### src/cl_pkg.sv
`default_nettype none
// shared bus types, response codes and register offsets
// id words and handshake state enums for the counter control port

package cl_pkg;

  // -------------------- bus types
  typedef logic [31:0] axil_addr_t;              // byte address on the control bus
  typedef logic [31:0] axil_data_t;              // register data word
  typedef logic [3:0]  axil_strb_t;              // write byte enables
  typedef logic [1:0]  axil_resp_t;              // axi response code

  // -------------------- responses
  localparam axil_resp_t RESP_OKAY   = 2'b00;
  localparam axil_resp_t RESP_SLVERR = 2'b10;    // unmapped or read-only access

  // identification words with the same values as the pci ids of the design
  localparam axil_data_t CL_ID0 = 32'hF000_1D0F; // device id, vendor id
  localparam axil_data_t CL_ID1 = 32'h1D51_FEDD; // subsystem ids

  // -------------------- register map
  // only the low 8 address bits take part in the decode
  localparam logic [7:0] REG_ID0    = 8'h00;     // ro
  localparam logic [7:0] REG_ID1    = 8'h04;     // ro
  localparam logic [7:0] REG_CTRL   = 8'h08;     // enable, oneshot, clear, load
  localparam logic [7:0] REG_TICK   = 8'h0C;     // prescaler terminal value
  localparam logic [7:0] REG_LOAD   = 8'h10;     // value taken on load
  localparam logic [7:0] REG_WMARK  = 8'h14;     // watermark threshold
  localparam logic [7:0] REG_STATUS = 8'h18;     // ro, count and flag

  // -------------------- handshake states
  typedef enum logic {
    WR_IDLE,                                     // waiting for aw and w together
    WR_RESP                                      // bvalid up, waiting for bready
  } wr_state_e;

  typedef enum logic {
    RD_IDLE,                                     // waiting for ar
    RD_DATA                                      // rvalid up, waiting for rready
  } rd_state_e;

endpackage

`default_nettype wire

### src/axil_slave.sv
`timescale 1ns/1ps
`default_nettype none
// AXI4-Lite slave for the counter control port
// one write and one read in flight, single-cycle register strobes out,
// registered responses back

module axil_slave
  import cl_pkg::*;
(
  input  wire logic       clk_main_a0,
  input  wire logic       rst_main_n,
  // write address / data / response
  input  wire logic       awvalid,
  output logic            awready,
  input  wire axil_addr_t awaddr,
  input  wire logic       wvalid,
  output logic            wready,
  input  wire axil_data_t wdata,
  input  wire axil_strb_t wstrb,
  output logic            bvalid,
  input  wire logic       bready,
  output axil_resp_t      bresp,
  // read address / data
  input  wire logic       arvalid,
  output logic            arready,
  input  wire axil_addr_t araddr,
  output logic            rvalid,
  input  wire logic       rready,
  output axil_data_t      rdata,
  output axil_resp_t      rresp,
  // register access side
  output logic            reg_wr_en,
  output axil_addr_t      reg_wr_addr,
  output axil_data_t      reg_wr_data,
  output axil_strb_t      reg_wr_strb,
  input  wire logic       reg_wr_err,
  output logic            reg_rd_en,
  output axil_addr_t      reg_rd_addr,
  input  wire axil_data_t reg_rd_data,
  input  wire logic       reg_rd_err
);

  wr_state_e wr_state;
  rd_state_e rd_state;
  logic      wr_hs;                                  // aw and w taken this cycle
  logic      rd_hs;                                  // ar taken this cycle

  // --------------------
  // write channel
  assign wr_hs       = awvalid && wvalid && (wr_state == WR_IDLE);
  assign awready     = wr_hs;                        // address and data move as a pair
  assign wready      = wr_hs;
  assign reg_wr_en   = wr_hs;                        // register updates at this edge
  assign reg_wr_addr = awaddr;
  assign reg_wr_data = wdata;
  assign reg_wr_strb = wstrb;
  assign bvalid      = (wr_state == WR_RESP);

  always_ff @(posedge clk_main_a0)
  begin
    if (!rst_main_n)
      wr_state <= WR_IDLE;
    else if (wr_hs)
      wr_state <= WR_RESP;                           // response the next cycle
    else if (bvalid && bready)
      wr_state <= WR_IDLE;                           // master took it
  end

  always_ff @(posedge clk_main_a0)
  begin
    if (wr_hs)
      bresp <= reg_wr_err ? RESP_SLVERR : RESP_OKAY; // held while bvalid waits
  end

  // --------------------
  // read channel
  assign rd_hs       = arvalid && (rd_state == RD_IDLE);
  assign arready     = rd_hs;                        // no ready while rvalid is stuck
  assign reg_rd_en   = rd_hs;
  assign reg_rd_addr = araddr;
  assign rvalid      = (rd_state == RD_DATA);

  always_ff @(posedge clk_main_a0)
  begin
    if (!rst_main_n)
      rd_state <= RD_IDLE;
    else if (rd_hs)
      rd_state <= RD_DATA;
    else if (rvalid && rready)
      rd_state <= RD_IDLE;
  end

  always_ff @(posedge clk_main_a0)
  begin
    if (rd_hs)
    begin
      rdata <= reg_rd_data;                          // zero from regs on a miss
      rresp <= reg_rd_err ? RESP_SLVERR : RESP_OKAY;
    end
  end

  // --------------------
  // protocol checks
  bvalid_hold_a : assert property (@(posedge clk_main_a0) disable iff (!rst_main_n)
    bvalid && !bready |=> bvalid);                   // response stays until taken

  rvalid_hold_a : assert property (@(posedge clk_main_a0) disable iff (!rst_main_n)
    rvalid && !rready |=> rvalid);

  awvalid_hold_a : assert property (@(posedge clk_main_a0) disable iff (!rst_main_n)
    awvalid && !awready |=> awvalid);                // master keeps the address up until taken

endmodule

`default_nettype wire

### src/ctrl_regs.sv
`timescale 1ns/1ps
`default_nettype none
// counter register file with offset decode, byte strobes, clear/load pulses
// and the read mux for ids, settings and status

module ctrl_regs
  import cl_pkg::*;
#(
  parameter int TICK_W = 8,
  parameter int CNT_W  = 16
) (
  input  wire logic              clk_main_a0,
  input  wire logic              rst_main_n,
  input  wire logic              reg_wr_en,
  input  wire axil_addr_t        reg_wr_addr,
  input  wire axil_data_t        reg_wr_data,
  input  wire axil_strb_t        reg_wr_strb,
  output logic                   reg_wr_err,
  input  wire logic              reg_rd_en,
  input  wire axil_addr_t        reg_rd_addr,
  output axil_data_t             reg_rd_data,
  output logic                   reg_rd_err,
  input  wire logic [CNT_W-1:0]  count,
  input  wire logic              ge_watermark,
  output logic                   cnt_enable,
  output logic                   cnt_oneshot,
  output logic                   cnt_clear,
  output logic                   cnt_load,
  output logic [TICK_W-1:0]      tick_value,
  output logic [CNT_W-1:0]       load_value,
  output logic [CNT_W-1:0]       watermark
);

  logic wr_ctrl;                                     // write hits per register
  logic wr_tick;
  logic wr_load;
  logic wr_wmark;
  logic ctrl_b0;                                     // ctrl write with byte 0 enabled

  // merge enabled bytes of the new word over the old one
  function automatic axil_data_t merge_strb(axil_data_t old_val, axil_data_t new_val,
                                            axil_strb_t strb);
    axil_data_t res;
    res = old_val;
    for (int i = 0; i < $bits(axil_strb_t); i++)
      if (strb[i])
        res[8*i +: 8] = new_val[8*i +: 8];
    return res;
  endfunction

  // --------------------
  // write decode
  always_comb
  begin
    wr_ctrl    = 1'b0;
    wr_tick    = 1'b0;
    wr_load    = 1'b0;
    wr_wmark   = 1'b0;
    reg_wr_err = 1'b0;
    case (reg_wr_addr[7:0])
      REG_CTRL:  wr_ctrl  = reg_wr_en;
      REG_TICK:  wr_tick  = reg_wr_en;
      REG_LOAD:  wr_load  = reg_wr_en;
      REG_WMARK: wr_wmark = reg_wr_en;
      default:   reg_wr_err = 1'b1;                  // ids, status and holes
    endcase
  end

  assign ctrl_b0 = wr_ctrl && reg_wr_strb[0];        // all ctrl bits live in byte 0

  always_ff @(posedge clk_main_a0)
  begin
    if (!rst_main_n)
    begin
      cnt_enable  <= 1'b0;
      cnt_oneshot <= 1'b0;
      cnt_clear   <= 1'b0;
      cnt_load    <= 1'b0;
      tick_value  <= '0;
      load_value  <= '0;
      watermark   <= '0;
    end
    else
    begin
      if (ctrl_b0)
      begin
        cnt_enable  <= reg_wr_data[0];
        cnt_oneshot <= reg_wr_data[1];
      end
      cnt_clear <= ctrl_b0 && reg_wr_data[2];        // one cycle after the handshake
      cnt_load  <= ctrl_b0 && reg_wr_data[3];
      if (wr_tick)
        tick_value <= TICK_W'(merge_strb(axil_data_t'(tick_value), reg_wr_data, reg_wr_strb));
      if (wr_load)
        load_value <= CNT_W'(merge_strb(axil_data_t'(load_value), reg_wr_data, reg_wr_strb));
      if (wr_wmark)
        watermark  <= CNT_W'(merge_strb(axil_data_t'(watermark), reg_wr_data, reg_wr_strb));
    end
  end

  // --------------------
  // read mux that stays quiet when no read is in progress
  always_comb
  begin
    reg_rd_data = '0;
    reg_rd_err  = 1'b0;
    if (reg_rd_en)
    begin
      case (reg_rd_addr[7:0])
        REG_ID0:   reg_rd_data = CL_ID0;
        REG_ID1:   reg_rd_data = CL_ID1;
        REG_CTRL:  reg_rd_data[1:0] = {cnt_oneshot, cnt_enable}; // pulse bits read 0
        REG_TICK:  reg_rd_data[TICK_W-1:0] = tick_value;
        REG_LOAD:  reg_rd_data[CNT_W-1:0] = load_value;
        REG_WMARK: reg_rd_data[CNT_W-1:0] = watermark;
        REG_STATUS:
        begin
          reg_rd_data[CNT_W-1:0] = count;
          reg_rd_data[16]        = ge_watermark;     // flag sits above the count
        end
        default:   reg_rd_err = 1'b1;                // data stays 0
      endcase
    end
  end

  // the slave needs a response cycle between writes, so pulses never merge
  clear_pulse_a : assert property (@(posedge clk_main_a0) disable iff (!rst_main_n)
    cnt_clear |=> !cnt_clear);
  load_pulse_a : assert property (@(posedge clk_main_a0) disable iff (!rst_main_n)
    cnt_load |=> !cnt_load);

endmodule

`default_nettype wire

### src/tick_counter.sv
`timescale 1ns/1ps
`default_nettype none
// prescaled event counter with load, clear, one-shot saturation
// and a registered watermark flag

module tick_counter #(
  parameter int TICK_W = 8,
  parameter int CNT_W  = 16
) (
  input  wire logic              clk_main_a0,
  input  wire logic              rst_main_n,
  input  wire logic              cnt_enable,
  input  wire logic              cnt_oneshot,
  input  wire logic              cnt_clear,        // highest priority
  input  wire logic              cnt_load,
  input  wire logic [TICK_W-1:0] tick_value,       // count every tick_value+1 cycles
  input  wire logic [CNT_W-1:0]  load_value,
  input  wire logic [CNT_W-1:0]  watermark,
  output logic [CNT_W-1:0]       count,
  output logic                   ge_watermark
);

  logic [TICK_W-1:0] presc;                        // prescaler
  logic              tick;                         // prescaler restarts this cycle
  logic              at_max;                       // count is all ones

  // >= so a tick value lowered below presc still restarts at once
  assign tick   = cnt_enable && (presc >= tick_value);
  assign at_max = &count;

  // --------------------
  // prescaler
  always_ff @(posedge clk_main_a0)
  begin
    if (!rst_main_n)
      presc <= '0;
    else if (cnt_clear || tick)
      presc <= '0;
    else if (cnt_enable)
      presc <= presc + 1'b1;
  end

  // --------------------
  // event counter
  always_ff @(posedge clk_main_a0)
  begin
    if (!rst_main_n)
      count <= '0;
    else if (cnt_clear)
      count <= '0;
    else if (cnt_load)
      count <= load_value;
    else if (tick && !(cnt_oneshot && at_max))
      count <= count + 1'b1;                       // wraps to 0 unless one-shot
  end

  always_ff @(posedge clk_main_a0)
  begin
    if (!rst_main_n)
      ge_watermark <= 1'b0;
    else
      ge_watermark <= (count >= watermark);        // lags count by one cycle
  end

  // one-shot holds at all ones; only clear or load may bring it back
  oneshot_hold_a : assert property (@(posedge clk_main_a0) disable iff (!rst_main_n)
    cnt_oneshot && at_max && !cnt_clear && !cnt_load |=> count != '0);

endmodule

`default_nettype wire

### src/cl_counter_top.sv
`timescale 1ns/1ps
`default_nettype none
// counter top level wiring the AXI4-Lite slave, register file and tick counter

module cl_counter_top
  import cl_pkg::*;
#(
  parameter int TICK_W = 8,                        // prescaler width
  parameter int CNT_W  = 16                        // counter width of at most 16
) (
  input  wire logic       clk_main_a0,
  input  wire logic       rst_main_n,
  input  wire logic       awvalid,
  output logic            awready,
  input  wire axil_addr_t awaddr,
  input  wire logic       wvalid,
  output logic            wready,
  input  wire axil_data_t wdata,
  input  wire axil_strb_t wstrb,
  output logic            bvalid,
  input  wire logic       bready,
  output axil_resp_t      bresp,
  input  wire logic       arvalid,
  output logic            arready,
  input  wire axil_addr_t araddr,
  output logic            rvalid,
  input  wire logic       rready,
  output axil_data_t      rdata,
  output axil_resp_t      rresp
);

  // -------------------- slave to register file
  logic        reg_wr_en;
  axil_addr_t  reg_wr_addr;
  axil_data_t  reg_wr_data;
  axil_strb_t  reg_wr_strb;
  logic        reg_wr_err;
  logic        reg_rd_en;
  axil_addr_t  reg_rd_addr;
  axil_data_t  reg_rd_data;
  logic        reg_rd_err;

  // -------------------- register file to counter
  logic              cnt_enable;
  logic              cnt_oneshot;
  logic              cnt_clear;                    // single-cycle pulse
  logic              cnt_load;                     // single-cycle pulse
  logic [TICK_W-1:0] tick_value;
  logic [CNT_W-1:0]  load_value;
  logic [CNT_W-1:0]  watermark;
  logic [CNT_W-1:0]  count;
  logic              ge_watermark;

  axil_slave u_axil_slave (.*);                    // port names match the wires above

  ctrl_regs #(
    .TICK_W (TICK_W),
    .CNT_W  (CNT_W)
  ) u_ctrl_regs (.*);

  tick_counter #(
    .TICK_W (TICK_W),
    .CNT_W  (CNT_W)
  ) u_tick_counter (.*);

endmodule

`default_nettype wire

### config.mk
export PLATFORM = sky130hd
export DESIGN_NAME = cl_counter_top
export DESIGN_NICKNAME = d
export VERILOG_FILES = /design/src/cl_pkg.sv /design/src/axil_slave.sv /design/src/ctrl_regs.sv /design/src/tick_counter.sv /design/src/cl_counter_top.sv
export SDC_FILE = /design/constraint.sdc
export NUM_CORES = 1
export LEC_CHECK = 0
export ABC_AREA = 1
export BUFFER_PORTS_ARGS = -buffer_cell sky130_fd_sc_hd__buf_2
export CORE_MARGIN = 3
export CORE_UTILIZATION = 45
export CTS_CLUSTER_SIZE = 8
export DETAILED_ROUTE_END_ITERATION = 16
export GPL_ROUTABILITY_DRIVEN = 0
export PLACE_DENSITY = 0.8
export SYNTH_ARGS = -nofsm -noshare
export SYNTH_HDL_FRONTEND = slang
export SYNTH_SLANG_ARGS = --single-unit
### constraint.sdc
create_clock -name clk_main_a0 -period 2.06 [get_ports clk_main_a0]
set_input_delay 0.206 -clock clk_main_a0 [delete_from_list [all_inputs] [get_ports clk_main_a0]]
set_output_delay 0.206 -clock clk_main_a0 [all_outputs]
set_load 0.01 [all_outputs]
**Yosys cells after proc, flatten, opt, wreduce, memory -nomap -nowiden**

Index checks and enable logic that the tools add are counted.

- Bits in registers: 107
- Bits of input ports: 107
- Word-level logic and storage cells: 80

- Add/sub/neg operators: 2
- Bitwise gates (word level): 3
- Reduce and logical (&&, ||, !) cells: 27
- Order comparisons: 2
- Eq/ne operators: 10
- Multiplexer cells: 19

Operators by type and width:

| cell | count |
|---|---|
| 8-bit by 5-bit == test with 1-bit output (second input constant) | 5 |
| 8-bit one-hot mux with 5 select lines | 1 |
| 6-bit one-hot mux with 6 select lines | 1 |
| 8-bit by 4-bit == test with 1-bit output (second input constant) | 4 |
| 16-bit two-way mux | 2 |
| 15-bit one-hot mux with 2 select lines | 1 |
| 16-bit by 1-bit adder with 16-bit output (second input constant) | 1 |
| 16-bit greater-or-equal comparator | 1 |
| 16-bit AND reduction | 1 |
| 2-bit one-hot mux with 7 select lines | 1 |
| 1-bit logical AND | 11 |
| 1-bit two-way mux | 10 |
| 2-bit AND reduction | 5 |
| 8-bit by 1-bit adder with 8-bit output (second input constant) | 1 |
| 8-bit by 3-bit == test with 1-bit output (second input constant) | 1 |
| 8-bit greater-or-equal comparator | 1 |
| 8-bit zero test | 1 |
| 7-bit OR reduction | 1 |
| 2-bit nonzero test | 3 |
| 2-bit two-way mux | 2 |
| 2-bit OR reduction | 2 |
| 4-bit OR reduction | 1 |
| 1-bit inverter | 3 |
| 1-bit one-hot mux with 2 select lines | 1 |
| 2 further kinds | 2 |

**Longest topological paths before layout**

Gate-level depths: netlist of the first run.

- Depth in word-level cells: 6
- Gate-level depth with buffers: 14

**Hierarchy**

From an unflattened synthesis of the first run, not the netlist that was laid out.

- Cells, all modules: 950
- Area, all modules: 6877.8 um2

By module, submodules not included:

| module | cells an instance | area each (um2) | times used |
|---|---|---|---|
| ctrl_regs | 434 | 2720.1 | 1 |
| tick_counter | 361 | 2243.4 | 1 |
| axil_slave | 155 | 1914.3 | 1 |

**Worst setup path before layout of the first run**

No wires, ideal clock.

- Path kind: register to register
- Start: reg u_axil_slave.rd_state, in the netlist u_axil_slave.rvalid
- End: reg u_axil_slave.rresp[1], data pin
- Path slack: 0.233 ns
- Library setup time: 0.142 ns
- Arrival: 1.685 ns
- Cell stages (with the launch flop): 4
- Buffers on the path: 0
- Required time: 1.918 ns
- Cells stage by stage: dfxtp_1 > nor2_1 > inv_1 > nor2_1

- Word-level cells in the longest chain between the ends: 4

RTL lines:

| what | line | text |
|---|---|---|
| start, declared | axil_slave.sv:44 | `rd_state_e rd_state;` |
| start signal, assigned | axil_slave.sv:86 | `rd_state <= RD_IDLE;` |
| start signal, assigned | axil_slave.sv:88 | `rd_state <= RD_DATA;` |
| start signal, assigned | axil_slave.sv:90 | `rd_state <= RD_IDLE;` |
| 1-bit inverter | axil_slave.sv:77 | `assign rd_hs = arvalid && (rd_state == RD_IDLE);` |
| 1-bit logical AND | axil_slave.sv:77 |  |
| net arready | cl_counter_top.sv:24 | `output logic arready,` |
| 1-bit two-way mux | ctrl_regs.sv:107 | `if (reg_rd_en)` |
| net reg_rd_err | cl_counter_top.sv:41 | `logic reg_rd_err;` |
| 2-bit two-way mux | axil_slave.sv:98 | `rresp <= reg_rd_err ? RESP_SLVERR : RESP_OKAY;` |
| end signal, assigned | axil_slave.sv:98 |  |
| end, declared | axil_slave.sv:30 | `output axil_resp_t rresp,` |

The timed path passes the listed nets, and every way through them passes these cells.
A chain may end at the register's enable or synchronous reset.

**Final worst setup path of the first run**

- Start: reg u_tick_counter.count[1]
- End: reg u_tick_counter.count[2]

- Word-level cells in the longest chain between the ends: 5

RTL lines:

| what | line | text |
|---|---|---|
| start, declared | tick_counter.sv:19 | `output logic [CNT_W-1:0] count,` |
| start signal, assigned | tick_counter.sv:52 | `count <= load_value;` |
| start signal, assigned | tick_counter.sv:54 | `count <= count + 1'b1;` |
| parallel branches: the longest is 5 deep, another holds 16-bit by 1-bit adder with 16-bit output | n/a |  |

Several ways; the timed one is not identified. The select of a mux whose other input is x is not followed.

==> results of run 1 <==
[logic make-up (layout without fill, tap and decap cells)]
family                   count (synthesis)  in the layout  synth area share
buffers and inverters                  126            196            0.1105
other                                    1              8         0.0007525
AND/OR/NAND/NOR                        232            232            0.2061
adder cells (fa/ha/maj)                 26             26           0.06528
AO/OA/AOI/OAI                          173            173            0.1908
flip-flops                              93             93            0.4178
XOR/XNOR                                 5              5          0.008787
[metal layers]
layer,vias to the layer above,share of wire,global-route usage
met5,-,0,0
met4,0,0.019,0.06488
met1,2153,0.44,0.2830
met3,22,0.077,0.02402
li1,2331,-,-
met2,197,0.46,0.3245
[sequential cells by signal, summed over array words and instances (netlist names)]
signal / flops
u_axil_slave.rdata: 20
u_ctrl_regs.load_value: 16
u_ctrl_regs.watermark: 16
u_tick_counter.count: 16
u_ctrl_regs.tick_value: 8
u_tick_counter.presc: 8
u_axil_slave.bresp: 1
u_axil_slave.bvalid: 1
u_axil_slave.rresp: 1
u_axil_slave.rvalid: 1
u_ctrl_regs.cnt_clear: 1
u_ctrl_regs.cnt_enable: 1
u_ctrl_regs.cnt_load: 1
u_ctrl_regs.cnt_oneshot: 1
u_tick_counter.ge_watermark: 1
[worst min path at each step]
stage	start	end	slack, ps	cells past startpoint
2_1_floorplan	wdata[2]	u_ctrl_regs.cnt_clear$_SDFF_PN0_	330	2
5_1_grt	wdata[2]	u_ctrl_regs.cnt_clear$_SDFF_PN0_	80	3
6_report	bready	u_axil_slave.bvalid$_SDFFE_PN0P_	70	4
3_5_place_dp	u_ctrl_regs.load_value[8]$_SDFFE_PN0P_	u_ctrl_regs.load_value[8]$_SDFFE_PN0P_	460	2
3_3_place_gp	u_ctrl_regs.load_value[8]$_SDFFE_PN0P_	u_ctrl_regs.load_value[8]$_SDFFE_PN0P_	460	2
4_1_cts	bready	u_axil_slave.bvalid$_SDFFE_PN0P_	50	4
[power by group]
part	leakage, nW	switching [W]	internal, W	total [W]
clock network	0.100	0.000681	0.000526	0.00121
registers	0.791	0.00000781	0.00189	0.00190
logic	1.49	0.000129	0.0000717	0.000201
[worst min-delay path, stage by stage]
cell and delay (ps):
buf_2 70, inv_1 30, nand2_1 40, a21oi_1 50
[cells in the final DEF, fill, tap and decap left out, types with 3 or more instances in the layout]
| master | instances |
|---|---|
| nand2_1 | 114 |
| inv_1 | 89 |
| a21oi_1 | 84 |
| buf_2 | 73 |
| dfxtp_1 | 71 |
| o21ai_0 | 55 |
| nor2_1 | 49 |
| nand3_1 | 41 |
| ha_1 | 26 |
| edfxtp_1 | 22 |
| buf_4 | 15 |
| o22ai_1 | 10 |
| clkbuf_8 | 9 |
| nor3_1 | 8 |
| a211oi_1 | 8 |
| conb_1 | 8 |
| o221ai_1 | 7 |
| xor2_1 | 4 |
| nand4_1 | 4 |
| o21bai_1 | 3 |
[stage by stage]
step / area (um2) / utilization / power, W / std cells / worst slack, ps
floorplan: 5010 / - / 0.002057 / 663 / 232.7
global placement: 5472 / 0.5184 / 0.002140 / 853 / 242.4
detailed placement: 5472 / 0.5184 / 0.002143 / 853 / 212.4
CTS: 5663 / 0.5365 / 0.003320 / 869 / 154.6
global route: 5663 / 0.5365 / 0.003409 / 869 / -24.06
finish: 5663 / 0.5365 / 0.003305 / 869 / 150.1
[cell type report]
cell class / count / area, um2
sequential: 93 / 2082
clock inverter: 5 / 38.79
tap: 136 / 170.2
inverter: 91 / 341.6
fill: 1010 / 4892
clock buffer: 11 / 152.6
timing repair buffer: 89 / 498.0
multi-input combinational: 444 / 2380
[cell usage after synthesis, types with 7 or more instances]
library cell,count
nand2_1,114
inv_1,89
a21oi_1,84
dfxtp_1,71
o21ai_0,55
nor2_1,50
nand3_1,41
ha_1,26
edfxtp_1,22
clkbuf_1,16
buf_4,15
o22ai_1,10
a211oi_1,8
nor3_1,8
o221ai_1,7
==> impl_metrics.csv, run 1 <==
group,metric,value,unit
floorplan,die_w,111.2,um
worst_setup_path,slowest_stage,"dfxtp_1",
worst_setup_path,worst_setup_path_end_kind,"register",
global_route,grt_pass1_wl,20660,um
worst_setup_path,critPathKind,"register to register",
global_route,grt_antenna_before_repair,0,
synthesis,synth.cell_area,4984,um2
detailed_routing,vias,4703,
timing,worst_pin_slew,556.4,ps
detailed_routing,drt_pass1_iterations,5,
worst_setup_path,crit_required,2350,ps
timing,slew_headroom,0.6257,
floorplan,start_util,0.4721,
floorplan,die_h,111.2,um
floorplan,rows,37,
timing,fin_crit,1910,ps
worst_setup_path,path_buf_inv,1,
clock_network,cts_resized,0,
clock_network,clock_latency,380,ps
synthesis,synth_seq_area_share,0.4178,
job,maxCapViolCount,0,
worst_setup_path,startpoint,"u_tick_counter.count[1]$_SDFFE_PP0P_",
timing,hold_violations,0,
clock_network,post_cts.repair.setup_buffers,0,
global_route,grt_max_degree,41,
detailed_routing,viasPerCell,5.412,
clock_network,postCtsHoldBufs,0,
clock_network,cts-htree-levels,3,
synthesis,synth.distinct_cells,41,
worst_setup_path,critical-path-max-stage-delay,420,ps
pwr,ir_drop,0.3244,mV
worst_setup_path,r2r-end,"u_tick_counter.count[2]$_SDFFE_PP0P_",
synthesis,netlist_instances,656,
clock_network,cts_max_path_buffers,2,
global_route,grt_usage,0.2018,
pwr,p_leak,2.385,nW
worst_setup_path,r2r_slack,150,ps
timing,post-route-period-util,0.9271,
timing,holdWs,69.48,ps
clock_network,cts_made_buffers,9,
timing,setup_violations,0,
final_layout,fin_nets,861,
final_layout,drive_gt1_frac,0.1555,
timing,max_freq,0.5236,GHz
clock_network,cts_tree,"built",
synthesis,yosysWarnings,0,
pwr,powerDensity,583.7,nW/um2
synthesis,syn_area_per_cell,7.597,um2
global_route,first_global_vias,4247,
hold_path,worst_hold_path_type,"primary input to register",
clock_network,numClockSinks,93,
run_status,outcome,"finished, final reports clean",
synthesis,yosysTopAreaCell,"dfxtp_1",
place,portBuffers,73,
timing,maxSlewViolCount,0,
final_layout,diodes,0,
synthesis,ys_ff_latch,93,
detailed_routing,drt_drc_violations_left,0,
synthesis,synth_edf_count,22,
final_layout,area_growth,13.63,%
floorplan,io-pin-count,148,
clock_network,root_buffer,"clkbuf_8",
worst_setup_path,cp_data_arrival_time,2200,ps
worst_setup_path,r2r_cells,10,
synthesis,yosysTopAreaCellShare,0.2852,
worst_setup_path,crit_fanout,10,
timing,rsz0062_at_grt,"yes",
synthesis,synth.area.top_cells,"dfxtp_1 (29%), edfxtp_1 (13%), nand2_1 (8.6%), a21oi_1 (8.4%), inv_1 (6.7%)",
detailed_routing,routed_wl,12590,um
worst_setup_path,r2r_start,"u_tick_counter.count[1]$_SDFFE_PP0P_",
worst_setup_path,crit_end,"u_tick_counter.count[2]$_SDFFE_PP0P_",
worst_setup_path,crit_family,"simple AND/OR/NAND/NOR gates",
timing,setup_tns,0,ps
timing,finClkSkew,14.15,ps
floorplan,dieArea,12370,um2
detailed_routing,drt_iter0_drc,334,
synthesis,async_flop_share,0,
detailed_routing,final_antenna_net_count,0,
worst_setup_path,crit_chain,"ha_1 > nand2_2 > nor2_4 > nand2_1 > nor2_2 > nand3_2 > nand3_4 > buf_12 > nand3_1 > a21oi_1",
detailed_routing,routedWlPerCell,14.49,um
global_route,grt_overflow,0,
worst_setup_path,startpoint_type,"register",
worst_setup_path,cp.depth,10,
place,hpwl,9484,um
clock_network,clk_pin_slew_worst_paths,90,ps
synthesis,synth_top_flop_cell,"dfxtp_1",
floorplan,core,10560,um2
Note: power is estimated with default switching activity, not from simulation.
==> inputs of run 2 (changes only) <==
--- a/config.mk
+++ b/config.mk
@@ -5,7 +5,6 @@
 export SDC_FILE = /design/constraint.sdc
 export NUM_CORES = 1
 export LEC_CHECK = 0
-export ABC_AREA = 1
 export BUFFER_PORTS_ARGS = -buffer_cell sky130_fd_sc_hd__buf_2
 export CORE_MARGIN = 3
 export CORE_UTILIZATION = 45
==> run 2 against run 1 <==
The run now ends with negative setup slack left. Sequential power barely moved. Sequential cell count did not move. Synthesized cell count fell by 17%. Register-to-register slack got worse by 150 ps. Sequential share of layout area fell by 2.7 points. Cell area rose by 8.1%. Utilization rose by 2.3 points. Clock-buffer cell count rose by 2. Synthesized area rose by 2.2%. Critical path type unchanged. Critical endpoint is now u_tick_counter.count[4]$_SDFFE_PP0P_. Largest cell class unchanged.
==> impl_metrics.csv, run 2 <==
group,metric,value,unit
timing,worst_pin_slew,765.6,ps
pwr,ir_drop,0.4204,mV
global_route,grt_pass1_wl,20830,um
place,portBuffers,73,
synthesis,synth.most_common_cell,"dfxtp_1",
synthesis,yosysTopAreaCell,"dfxtp_1",
worst_setup_path,cp_data_arrival_time,2340,ps
clock_network,postCtsHoldBufs,0,
worst_setup_path,crit_chain,"inv_1 > ha_1 > o21a_1 > nand2_1 > or2_4 > or4_1 > a31oi_1",
floorplan,die_w,112.4,um
global_route,grt_antenna_before_repair,0,
worst_setup_path,worst_setup_path_end_kind,"register",
clock_network,cts_made_buffers,9,
timing,setup_tns,-4.847,ps
clock_network,clock_latency,350,ps
final_layout,layout_common_cells,"buf_2 (73), dfxtp_1 (67), nor2b_1 (46)",
synthesis,netlist_instances,546,
synthesis,yosysWarnings,0,
floorplan,core,10940,um2
worst_setup_path,crit_end,"u_tick_counter.count[4]$_SDFFE_PP0P_",
synthesis,synth_seq_area_share,0.4089,
final_layout,drive_gt1_frac,0.2394,
timing,hold_violations,0,
pwr,powerDensity,601.9,nW/um2
final_layout,diodes,0,
final_layout,largest_reg_flops,20,
worst_setup_path,path_buf_inv,1,
detailed_routing,drt_drc_violations_left,0,
timing,rsz0062_at_grt,"yes",
worst_setup_path,crit_family,"simple AND/OR/NAND/NOR gates",
synthesis,synth.cell_area,5091,um2
detailed_routing,vias,4402,
worst_setup_path,r2r-end,"u_tick_counter.count[4]$_SDFFE_PP0P_",
pwr,p_leak,2.557,nW
worst_setup_path,crit_required,2330,ps
detailed_routing,viasPerCell,5.651,
clock_network,root_buffer,"clkbuf_16",
detailed_routing,drt_iter0_drc,357,
final_layout,final_core_util,0.5596,
detailed_routing,final_antenna_net_count,0,
run_status,outcome,"finished with violations",
timing,setup_violations,1,
clock_network,numClockSinks,93,
job,maxCapViolCount,0,
worst_setup_path,r2r_slack,-5,ps
worst_setup_path,cp.depth,7,
clock_network,cts-htree-levels,3,
synthesis,yosysTopAreaCellShare,0.2792,
clock_network,cts_max_path_buffers,2,
pwr,finalPower,0.003683,W
global_route,grt_max_degree,48,
floorplan,die_h,112.4,um
synthesis,ys_top_cells_by_count,"dfxtp_1 (71), nor2b_1 (47), mux2i_1 (43)",
global_route,grt_overflow,0,
worst_setup_path,crit_fanout,8,
worst_setup_path,r2r_start,"u_ctrl_regs.tick_value[7]$_SDFFE_PN0P_",
worst_setup_path,startpoint_type,"register",
detailed_routing,routedWlPerCell,16.70,um
timing,max_freq,0.4843,GHz
global_route,grt_usage,0.2044,
run_status,violations,"negative setup slack",
hold_path,worst_hold_path_type,"primary input to register",
final_layout,area_growth,20.20,%
global_route,first_global_vias,4305,
worst_setup_path,startpoint,"u_ctrl_regs.tick_value[7]$_SDFFE_PN0P_",
synthesis,async_flop_share,0,
worst_setup_path,r2r_cells,7,
detailed_routing,drt_pass1_iterations,5,
synthesis,synth.distinct_cells,57,
synthesis,synth_top_flop_cell,"dfxtp_1",
place,hpwl,9574,um
floorplan,start_util,0.4656,
timing,post-route-period-util,1.002,
worst_setup_path,critPathKind,"register to register",
timing,fin_crit,2065,ps
synthesis,syn_area_per_cell,9.324,um2
detailed_routing,routed_wl,13010,um
synthesis,synth.area.top_cells,"dfxtp_1 (28%), edfxtp_1 (13%), mux2i_1 (8.5%), ha_1 (6.4%), nor2b_1 (5.8%)",
timing,slew_headroom,0.4891,
clock_network,clk_pin_slew_worst_paths,60,ps
floorplan,rows,38,
floorplan,io-pin-count,148,
clock_network,cts_tree,"built",
synthesis,ys_ff_latch,93,
timing,finClkSkew,4.290,ps
timing,setup_ws,-4.847,ps
floorplan,dieArea,12630,um2
final_layout,fin_nets,767,
final_layout,largest-register,"u_axil_slave.rdata",
worst_setup_path,slowest_stage,"or4_1",
synthesis,synth_edf_count,22,
final_layout,layout_commonest_cell,"buf_2",
timing,maxSlewViolCount,0,
worst_setup_path,critical-path-max-stage-delay,480,ps
-- run 2: layout make-up --
type | instances | area (um2)
Clock buffer | 13 | 250.2
Clock inverter | 3 | 20.02
Fill cell | 960 | 4816
Inverter | 28 | 105.1
Multi-Input combinational cell | 391 | 2799
Sequential cell | 93 | 2087
Tap cell | 140 | 175.2
Timing Repair Buffer | 111 | 683.2
-- run 2: cell families (layout without fill, tap and decap cells) --
family / count (synthesis) / after routing / share of synthesized area
multiplexers: 43 / 43 / 0.08454
AND/OR/NAND/NOR: 194 / 194 / 0.2204
XOR/XNOR: 12 / 12 / 0.02064
AO/OA/AOI/OAI: 108 / 108 / 0.1364
other: 1 / 8 / 0.0007366
flip-flops: 93 / 93 / 0.4089
adder cells (fa/ha/maj): 26 / 26 / 0.06390
buffers and inverters: 69 / 155 / 0.06439
-- run 2: timing repair --
item	CTS	global route
buffers inserted	0	2
pin swaps	2	10
gates resized for setup	5	16
endpoints found under the setup margin	12	21
-- run 2: worst min path at each step --
stage            start                          endpoint  slack (ps)  cells after the start
2_1_floorplan  arvalid  u_axil_slave.rvalid$_SDFFE_PN0P_         340                      1
3_3_place_gp   arvalid  u_axil_slave.rvalid$_SDFFE_PN0P_         440                      2
3_5_place_dp   arvalid  u_axil_slave.rvalid$_SDFFE_PN0P_         450                      2
4_1_cts        arvalid  u_axil_slave.rvalid$_SDFFE_PN0P_          90                      2
5_1_grt        arvalid  u_axil_slave.rvalid$_SDFFE_PN0P_         110                      2
6_report       arvalid  u_axil_slave.rvalid$_SDFFE_PN0P_         100                      2
-- run 2: power by group --
group / total, W / switching, W / internal, W
combinational: 0.000242 / 0.000145 / 0.0000968
clock: 0.00154 / 0.000687 / 0.000853
sequential: 0.00190 / 0.00000892 / 0.00189
total: 0.00368 / 0.000841 / 0.00284
-- run 2: through the flow --
stage | cells | hold slack (ps) | setup slack (ps) | instance area (um2)
detailed placement | 761 | 452.3 | -83.59 | 5741
global route | 779 | 106.3 | -59.32 | 6120
global placement | 761 | 438.6 | 52.83 | 5741
floorplan | 553 | 343.8 | 22.84 | 5125
CTS | 777 | 93.85 | 3.567 | 6030
finish | 779 | 97.55 | -4.847 | 6120
-- run 2: routing by layer --
layer | wire length [um] | GRT usage | up-vias
met2 | 6171 | 0.3337 | 208
met1 | 5365 | 0.2599 | 2034
met5 | 0 | 0 | -
met3 | 971 | 0.04151 | 43
met4 | 499 | 0.09696 | 0
li1 | - | - | 2117
